--- src/fc_pkg.sv ---
//////////////////////////////////////////////////
// Shared sizes and types of the FC compute core
// Imported by the feeder, the PEs, the drain, the
// chain interface and the top level
//////////////////////////////////////////////////

package fc_pkg;

  // One PE per output neuron
  localparam int NUM_LANES = 4;

  // Feature, weight and bias bytes
  localparam int DATA_W = 8;
  localparam int PROD_W = 2 * DATA_W;

  // Accumulator width
  localparam int ACC_W = 28;

  // Bias alignment and requantization window
  localparam int BIAS_SHIFT = 6;
  localparam int SAT_MSB    = 12;

  // Register stages in the PE multiplier
  localparam int MUL_STAGES = 3;

  //////////////////////////////////////////////////
  // Types
  //////////////////////////////////////////////////

  typedef logic signed [DATA_W-1:0] data_t;
  typedef logic signed [PROD_W-1:0] prod_t;
  typedef logic signed [ACC_W-1:0]  acc_t;

  // Lane 0 sits in the lowest byte
  typedef logic [NUM_LANES-1:0][DATA_W-1:0] lane_word_t;

  // Per-lane coefficients that meet a feature in a PE
  typedef struct packed {
    data_t weight;
    data_t bias;
  } lane_coef_t;

endpackage

--- src/fc_chain_if.sv ---
//////////////////////////////////////////////////
// Systolic feature chain between neighbouring PEs
// The sender uses modport up, the receiver down
//////////////////////////////////////////////////

`timescale 1ns/1ps

interface fc_chain_if;
  import fc_pkg::*;

  logic  valid;
  // Start and end of a vector
  logic  first;
  logic  last;
  data_t feat;

  modport up (
    output valid,
    output first,
    output last,
    output feat
  );

  modport down (
    input valid,
    input first,
    input last,
    input feat
  );

endinterface

--- src/fc_feeder.sv ---
//////////////////////////////////////////////////
// Input stage of the FC core
// Registers host beats, starts the feature chain
// and skews weights and biases so that lane k
// sees its coefficients together with the feature
//////////////////////////////////////////////////

`timescale 1ns/1ps

module fc_feeder (
  input  logic               clk,
  input  logic               rstn,
  input  logic               in_valid,
  input  logic               in_last,
  input  fc_pkg::data_t      in_feat,
  input  fc_pkg::lane_word_t in_weight,
  input  fc_pkg::lane_word_t in_bias,
  fc_chain_if.up             chain,
  output fc_pkg::lane_coef_t coef [fc_pkg::NUM_LANES]
);
  import fc_pkg::*;

  logic       beat_valid_q;
  logic       beat_first_q;
  logic       beat_last_q;
  data_t      beat_feat_q;
  lane_word_t beat_weight_q;
  lane_word_t beat_bias_q;

  // Set while the next beat opens a new vector
  logic       last_seen_q;

  //////////////////////////////////////////////////
  // Beat register
  //////////////////////////////////////////////////

  always_ff @(posedge clk) begin
    if (!rstn) begin
      beat_valid_q <= 1'b0;
      last_seen_q  <= 1'b1;
    end else begin
      beat_valid_q <= in_valid;
      if (in_valid) begin
        last_seen_q <= in_last;
      end
    end
  end

  always_ff @(posedge clk) begin
    beat_first_q  <= last_seen_q;
    beat_last_q   <= in_last;
    beat_feat_q   <= in_feat;
    beat_weight_q <= in_weight;
    // Bias only counts on the closing beat
    beat_bias_q   <= in_last ? in_bias : '0;
  end

  //////////////////////////////////////////////////
  // Chain start
  //////////////////////////////////////////////////

  always_ff @(posedge clk) begin
    if (!rstn) begin
      chain.valid <= 1'b0;
    end else begin
      chain.valid <= beat_valid_q;
    end
  end

  always_ff @(posedge clk) begin
    chain.first <= beat_first_q;
    chain.last  <= beat_last_q;
    chain.feat  <= beat_feat_q;
  end

  // Lane k line is one register longer than lane k-1,
  // matching the one register per hop on the chain
  for (genvar k = 0; k < NUM_LANES; k++) begin : g_skew
    lane_coef_t line_q [k+1];

    always_ff @(posedge clk) begin
      line_q[0].weight <= beat_weight_q[k];
      line_q[0].bias   <= beat_bias_q[k];
      for (int i = 1; i <= k; i++) begin
        line_q[i] <= line_q[i-1];
      end
    end

    assign coef[k] = line_q[k];
  end

endmodule

--- src/fc_pe.sv ---
//////////////////////////////////////////////////
// Processing element for one output neuron
// Sign-magnitude shift-add multiplier over three
// stages, then an accumulator that restarts on
// first and adds the shifted bias on last
// The feature is passed on with one register
//////////////////////////////////////////////////

`timescale 1ns/1ps

module fc_pe (
  input  logic               clk,
  input  logic               rstn,
  fc_chain_if.down           up,
  fc_chain_if.up             down,
  input  fc_pkg::lane_coef_t coef,
  output logic               res_valid,
  output fc_pkg::acc_t       res_sum
);
  import fc_pkg::*;

  // Control and bias beside the multiplier
  logic [MUL_STAGES-1:0] m_valid;
  logic [MUL_STAGES-1:0] m_first;
  logic [MUL_STAGES-1:0] m_last;
  data_t                 m_bias [MUL_STAGES];

  logic [DATA_W-1:0] a_mag;
  logic [DATA_W-1:0] b_mag;
  logic [DATA_W-1:0] pp_q [DATA_W];
  logic              sign_s1;
  logic [DATA_W+1:0] s2_q [DATA_W/2];
  logic              sign_s2;
  logic [PROD_W-1:0] mag_sum;
  prod_t             prod_q;

  acc_t prod_ext;
  acc_t bias_ext;
  acc_t acc_next;
  acc_t acc_q;

  //////////////////////////////////////////////////
  // Chain forwarding
  //////////////////////////////////////////////////

  always_ff @(posedge clk) begin
    if (!rstn) begin
      down.valid <= 1'b0;
    end else begin
      down.valid <= up.valid;
    end
  end

  always_ff @(posedge clk) begin
    down.first <= up.first;
    down.last  <= up.last;
    down.feat  <= up.feat;
  end

  always_ff @(posedge clk) begin
    if (!rstn) begin
      m_valid <= '0;
    end else begin
      m_valid <= {m_valid[MUL_STAGES-2:0], up.valid};
    end
  end

  always_ff @(posedge clk) begin
    m_first   <= {m_first[MUL_STAGES-2:0], up.first};
    m_last    <= {m_last[MUL_STAGES-2:0], up.last};
    m_bias[0] <= coef.bias;
    for (int i = 1; i < MUL_STAGES; i++) begin
      m_bias[i] <= m_bias[i-1];
    end
  end

  //////////////////////////////////////////////////
  // Multiplier
  //////////////////////////////////////////////////

  // -128 maps to 8'h80, which still fits unsigned
  always_comb begin
    a_mag = up.feat[DATA_W-1] ? DATA_W'(-up.feat) : DATA_W'(up.feat);
    b_mag = coef.weight[DATA_W-1] ? DATA_W'(-coef.weight) : DATA_W'(coef.weight);
  end

  // Stage 1 partial products, one per weight bit
  always_ff @(posedge clk) begin
    for (int i = 0; i < DATA_W; i++) begin
      pp_q[i] <= b_mag[i] ? a_mag : '0;
    end
    sign_s1 <= up.feat[DATA_W-1] ^ coef.weight[DATA_W-1];
  end

  // Stage 2 adds neighbouring rows
  always_ff @(posedge clk) begin
    for (int j = 0; j < DATA_W/2; j++) begin
      s2_q[j] <= {2'b00, pp_q[2*j]} + {1'b0, pp_q[2*j+1], 1'b0};
    end
    sign_s2 <= sign_s1;
  end

  always_comb begin
    mag_sum = '0;
    for (int j = 0; j < DATA_W/2; j++) begin
      mag_sum = mag_sum + (PROD_W'(s2_q[j]) << (2*j));
    end
  end

  // Stage 3 restores the sign
  always_ff @(posedge clk) begin
    prod_q <= sign_s2 ? prod_t'(-mag_sum) : prod_t'(mag_sum);
  end

  //////////////////////////////////////////////////
  // Accumulator and bias
  //////////////////////////////////////////////////

  always_comb begin
    prod_ext = acc_t'(prod_q);
    bias_ext = acc_t'(m_bias[MUL_STAGES-1]) <<< BIAS_SHIFT;
    acc_next = m_first[MUL_STAGES-1] ? prod_ext : acc_q + prod_ext;
  end

  always_ff @(posedge clk) begin
    if (m_valid[MUL_STAGES-1]) begin
      acc_q <= acc_next;
    end
    res_sum <= acc_next + bias_ext;
  end

  always_ff @(posedge clk) begin
    if (!rstn) begin
      res_valid <= 1'b0;
    end else begin
      res_valid <= m_valid[MUL_STAGES-1] & m_last[MUL_STAGES-1];
    end
  end

endmodule

--- src/fc_drain.sv ---
//////////////////////////////////////////////////
// Output stage of the FC core
// Requantizes each lane sum, realigns the skewed
// lanes and emits one word per vector
//////////////////////////////////////////////////

`timescale 1ns/1ps

module fc_drain (
  input  logic               clk,
  input  logic               rstn,
  input  logic               res_valid [fc_pkg::NUM_LANES],
  input  fc_pkg::acc_t       res_sum [fc_pkg::NUM_LANES],
  output logic               out_valid,
  output fc_pkg::lane_word_t out_data
);
  import fc_pkg::*;

  // ReLU, then clamp to 127, else take the fixed-point window
  function automatic data_t requant(input acc_t v);
    data_t r;
    if (v[ACC_W-1]) begin
      r = '0;
    end else if (|v[ACC_W-2:SAT_MSB+1]) begin
      r = 8'sd127;
    end else begin
      r = {1'b0, v[SAT_MSB:BIAS_SHIFT]};
    end
    return r;
  endfunction

  data_t held [NUM_LANES];

  // Lane k finishes NUM_LANES-1-k cycles before the last
  // lane, so its byte waits in a line of that length
  for (genvar k = 0; k < NUM_LANES - 1; k++) begin : g_hold
    localparam int DEPTH = NUM_LANES - 1 - k;
    data_t line_q [DEPTH];

    always_ff @(posedge clk) begin
      if (res_valid[k]) begin
        line_q[0] <= requant(res_sum[k]);
      end
      for (int i = 1; i < DEPTH; i++) begin
        line_q[i] <= line_q[i-1];
      end
    end

    assign held[k] = line_q[DEPTH-1];
  end

  assign held[NUM_LANES-1] = requant(res_sum[NUM_LANES-1]);

  //////////////////////////////////////////////////
  // Word assembly
  //////////////////////////////////////////////////

  always_ff @(posedge clk) begin
    if (res_valid[NUM_LANES-1]) begin
      for (int k = 0; k < NUM_LANES; k++) begin
        out_data[k] <= held[k];
      end
    end
  end

  always_ff @(posedge clk) begin
    if (!rstn) begin
      out_valid <= 1'b0;
    end else begin
      out_valid <= res_valid[NUM_LANES-1];
    end
  end

endmodule

--- src/fc_core.sv ---
//////////////////////////////////////////////////
// Top level of the FC compute core
// One beat carries a feature byte, a weight byte
// per lane and, on the last beat, the lane biases
// A result word follows 9 cycles after a last beat
//////////////////////////////////////////////////

`timescale 1ns/1ps

module fc_core (
  input  logic               clk,
  input  logic               rstn,
  input  logic               in_valid,
  input  logic               in_last,
  input  fc_pkg::data_t      in_feat,
  input  fc_pkg::lane_word_t in_weight,
  input  fc_pkg::lane_word_t in_bias,
  output logic               out_valid,
  output fc_pkg::lane_word_t out_data
);
  import fc_pkg::*;

  // Hop k feeds PE k, the final hop leaves the chain
  fc_chain_if chain [NUM_LANES+1] ();

  lane_coef_t coef [NUM_LANES];
  logic       res_valid [NUM_LANES];
  acc_t       res_sum [NUM_LANES];

  fc_feeder feeder_i (
    .clk       (clk),
    .rstn      (rstn),
    .in_valid  (in_valid),
    .in_last   (in_last),
    .in_feat   (in_feat),
    .in_weight (in_weight),
    .in_bias   (in_bias),
    .chain     (chain[0]),
    .coef      (coef)
  );

  for (genvar k = 0; k < NUM_LANES; k++) begin : g_pe
    fc_pe pe_i (
      .clk       (clk),
      .rstn      (rstn),
      .up        (chain[k]),
      .down      (chain[k+1]),
      .coef      (coef[k]),
      .res_valid (res_valid[k]),
      .res_sum   (res_sum[k])
    );
  end

  fc_drain drain_i (
    .clk       (clk),
    .rstn      (rstn),
    .res_valid (res_valid),
    .res_sum   (res_sum),
    .out_valid (out_valid),
    .out_data  (out_data)
  );

endmodule

--- config.mk ---
export PLATFORM = sky130hd
export DESIGN_NAME = fc_core
export DESIGN_NICKNAME = d
export VERILOG_FILES = /design/src/fc_pkg.sv /design/src/fc_chain_if.sv /design/src/fc_feeder.sv /design/src/fc_pe.sv /design/src/fc_drain.sv /design/src/fc_core.sv
export SDC_FILE = /design/constraint.sdc
export NUM_CORES = 2
export LEC_CHECK = 0
export BUFFER_PORTS_ARGS = -buffer_cell sky130_fd_sc_hd__buf_2
export CAP_MARGIN = 20
export CORE_UTILIZATION = 46
export DETAILED_ROUTE_END_ITERATION = 7
export GPL_TIMING_DRIVEN = 0
export PLACE_DENSITY = 0.61
export SLEW_MARGIN = 20
export SYNTH_ARGS = -nofsm -noshare
export SYNTH_HDL_FRONTEND = slang
export SYNTH_HIERARCHICAL = 1
export SYNTH_SLANG_ARGS = --single-unit
--- constraint.sdc ---
create_clock -name clk -period 7.1 [get_ports clk]
set_input_delay 0.71 -clock clk [delete_from_list [all_inputs] [get_ports clk]]
set_output_delay 0.71 -clock clk [all_outputs]
set_load 0.01 [all_outputs]
==> key figures <==
Die
  • Core area: approximately 0.10 mm^2
  • FP Rows: around 120
  • Initial core utilization: 0.464
  • Die height: 325 um
  • Die width: around 330 um
  • Die area: ~0.11 mm^2
  • I/O pin cnt: 109

Synth
  • Mean post-synth cell area: about 11 um^2
  • Yosys warns: 6
  • Post-Syn Instances: between 4000 and 5000
  • Mapped Area: roughly 0.048 mm^2

Final layout
  • Most frequent cells in the layout: dfxtp_1 (1000), nor2_1 (407), ha_1 (400), inv_1 (329), a21oi_1 (280)
  • Filler cell count: 9186
  • Area occupied by registers: between 0.02 and 0.025 mm^2
  • Final Non-Filler Cells: 6161
  • Final core occ: 0.526
  • Number of diodes: 0
  • Area of the multi-input gates: roughly 0.021 mm^2
  • Layout cells sized above 1: 0.0979
  • Area Growth Syn to Fin: 13.3%
  • Post-Layout Inst Area: roughly 0.054 mm^2
  • Final net count: approximately 5200
  • Commonest non-fill, non-tap cell in the layout: dfxtp_1

Worst setup path
  • CP Capture Type: flop
  • Reg2Reg Launch Point: g_pe[3].pe_i/acc_q[0]
  • WP data arrival: between 6 and 7 ns
  • Required time worst endpoint: 7.69 ns
  • R2r worst-path depth: 21
  • Startpoint types: flop
  • Reg-to-reg endpoint: g_pe[3].pe_i/res_sum[27]
  • Register-to-register setup slack: around 1.5 ns
  • Critical Path Fanout Max: 6
  • Critical path class: flop to flop

Detailed routing
  • DRT Pass-1 Iters: 5
  • Via density: slightly below 5
  • Via count: between 30000 and 40000
  • Routed Antenna Nets: 0
  • WL per Instance: approximately 14 um
  • Initial DRC Count: approximately 1200
  • WL final: about 86000 um
  • Residual DRC: 0

Min path
  • HP Class: input port to flop
  • Worst Hold Endpoint: feeder_i/beat_feat_q[5]
  • Hold_sp: in_feat[5]
  • Hold depth: 1

Global routing
  • GR Util All Layers: 0.166
  • First-pass GRT wire length: around 150000 um
  • Met1 usage: 0.232
  • Largest net degree at the start of global routing: 30
  • Top Usage Layer GRT: met2
  • Antenna violations before repair: 1
  • M3 GR Usage: 0.0257
  • Vias in the first global route: around 30000
  • Remaining Overflow, GRT: 0
  • Met2 Use GR: 0.264

STA
  • Hold slack: around 0.094 ns
  • Relative slew slack: 0.302
  • Hold Violations, Final: 0
  • Max-slew violations: 0
  • Worst Skew: approximately 0.027 ns
  • Setup_tns: 0 ns
  • Fin crit share: 0.787
  • RSZ-0062 raised after global routing: false
  • Fmax: around 180 MHz
  • Worst Max-Slew Pin Slew: 1.02 ns
  • Period minus WS final: 5.59 ns
  • Setup violations, final: 0
  • Setup WS post-layout: 1.51 ns

Placement
  • Final GP Congestion: ~0.83
  • Final HPWL DP: about 63000 um
  • Post-DP Area: 0.0504 mm^2
  • Pre-CTS setup slack: between 1.5 and 2 ns
  • I/O Buffers: ~100
  • Placed instance count: about 5900

Power and ir drop
  • Total Power: between 20 and 25 mW
  • Pleak: roughly 24 nW
  • VDD IR max: roughly 0.24 mV
  • Pwr per Cell Area: 377 mW/mm^2

Run
  • Number of max-cap violations: 0

CTS
  • Num CTS Buffers: 115
  • Total clock sinks: 1166
  • Clock Tree Buf Depth: 3
  • CTS tree: done
  • CTS Root Cell: clkbuf_16
  • Worst skew pair latency: just over 0.7 ns
  • Clock edge transition at the registers on the reported setup and hold paths: 0.06 ns
  • Postcts setup bufs: 0
  • H-tree levels: 3
  • Post_cts resized: 0
  • Hold_buf cts: 0

Run status
  • Status: complete, no violations
[power breakdown]
part           internal (mW)  switching [mW]
Sequential              7.60           0.451
Clock                   3.71            2.56
Combinational           2.73            3.47
[state kept, by name, summed over array words and instances (netlist names), 8 cells and up]
| name | cells |
|---|---|
| feeder_i/chain.feat | 8 |
| g_pe.pe_i/m_valid | 12 |
| feeder_i/beat_bias_q | 32 |
| g_pe.pe_i/pp_q | 256 |
| g_pe.pe_i/m_first | 12 |
| drain_i/out_data | 28 |
| feeder_i/beat_feat_q | 8 |
| feeder_i/g_skew.line_q | 160 |
| g_pe.pe_i/down.feat | 24 |
| g_pe.pe_i/m_last | 12 |
| g_pe.pe_i/s2_q | 160 |
| g_pe.pe_i/m_bias | 96 |
| feeder_i/beat_weight_q | 32 |
| g_pe.pe_i/prod_q | 64 |
| drain_i/g_hold.line_q | 42 |
| g_pe.pe_i/acc_q | 112 |
| g_pe.pe_i/res_sum | 88 |
[area by class of cell]
class                   count  area share
clock inverters            51      0.0119
repair buffers            106      0.0104
inverters                 339      0.0234
multi-input cells        2872       0.393
clock buffers             162      0.0628
flip-flops and latches   1166       0.458
plain buffers              85     0.00877
well taps                1380      0.0317
[metal layers]
| metal | part of all wire | vias up |
|---|---|---|
| met5 | 0 | - |
| met4 | 0.021 | 0 |
| met3 | 0.035 | 119 |
| met2 | 0.43 | 380 |
| met1 | 0.51 | 13696 |
| li1 | - | 15832 |
[critical path: stages (launching register included)]
cell and delay [ns]:
edfxtp_1 0.36, ha_1 0.23, fa_1 0.43, a211oi_1 0.28, o211ai_1 0.17, a21oi_1 0.25, nor3b_1 0.56, nor2_1 0.17
a21o_1 0.21, a21oi_1 0.17, xor2_1 0.08, o21ai_0 0.44, ha_1 0.41, a21o_1 0.20, a21o_1 0.17, a21oi_1 0.21
o22a_1 0.17, o31ai_1 0.13, o211a_1 0.29, nand2b_1 0.14, a31oi_1 0.18, xnor3_1 0.23
[worst max-delay path by stage]
stage / start / cells after the start / endpoint
final: g_pe[3].pe_i/acc_q[0] / 21 / g_pe[3].pe_i/res_sum[27]
after CTS: g_pe[3].pe_i/acc_q[0] / 21 / g_pe[3].pe_i/res_sum[27]
after global placement: g_pe[3].pe_i/acc_q[0] / 21 / g_pe[3].pe_i/res_sum[27]
after detailed placement: g_pe[3].pe_i/acc_q[0] / 21 / g_pe[3].pe_i/res_sum[27]
after floorplan: g_pe[1].pe_i/acc_q[0] / 18 / g_pe[1].pe_i/res_sum[27]
after global routing: g_pe[3].pe_i/acc_q[0] / 21 / g_pe[3].pe_i/res_sum[27]
Power figures use the tool's default switching activity.
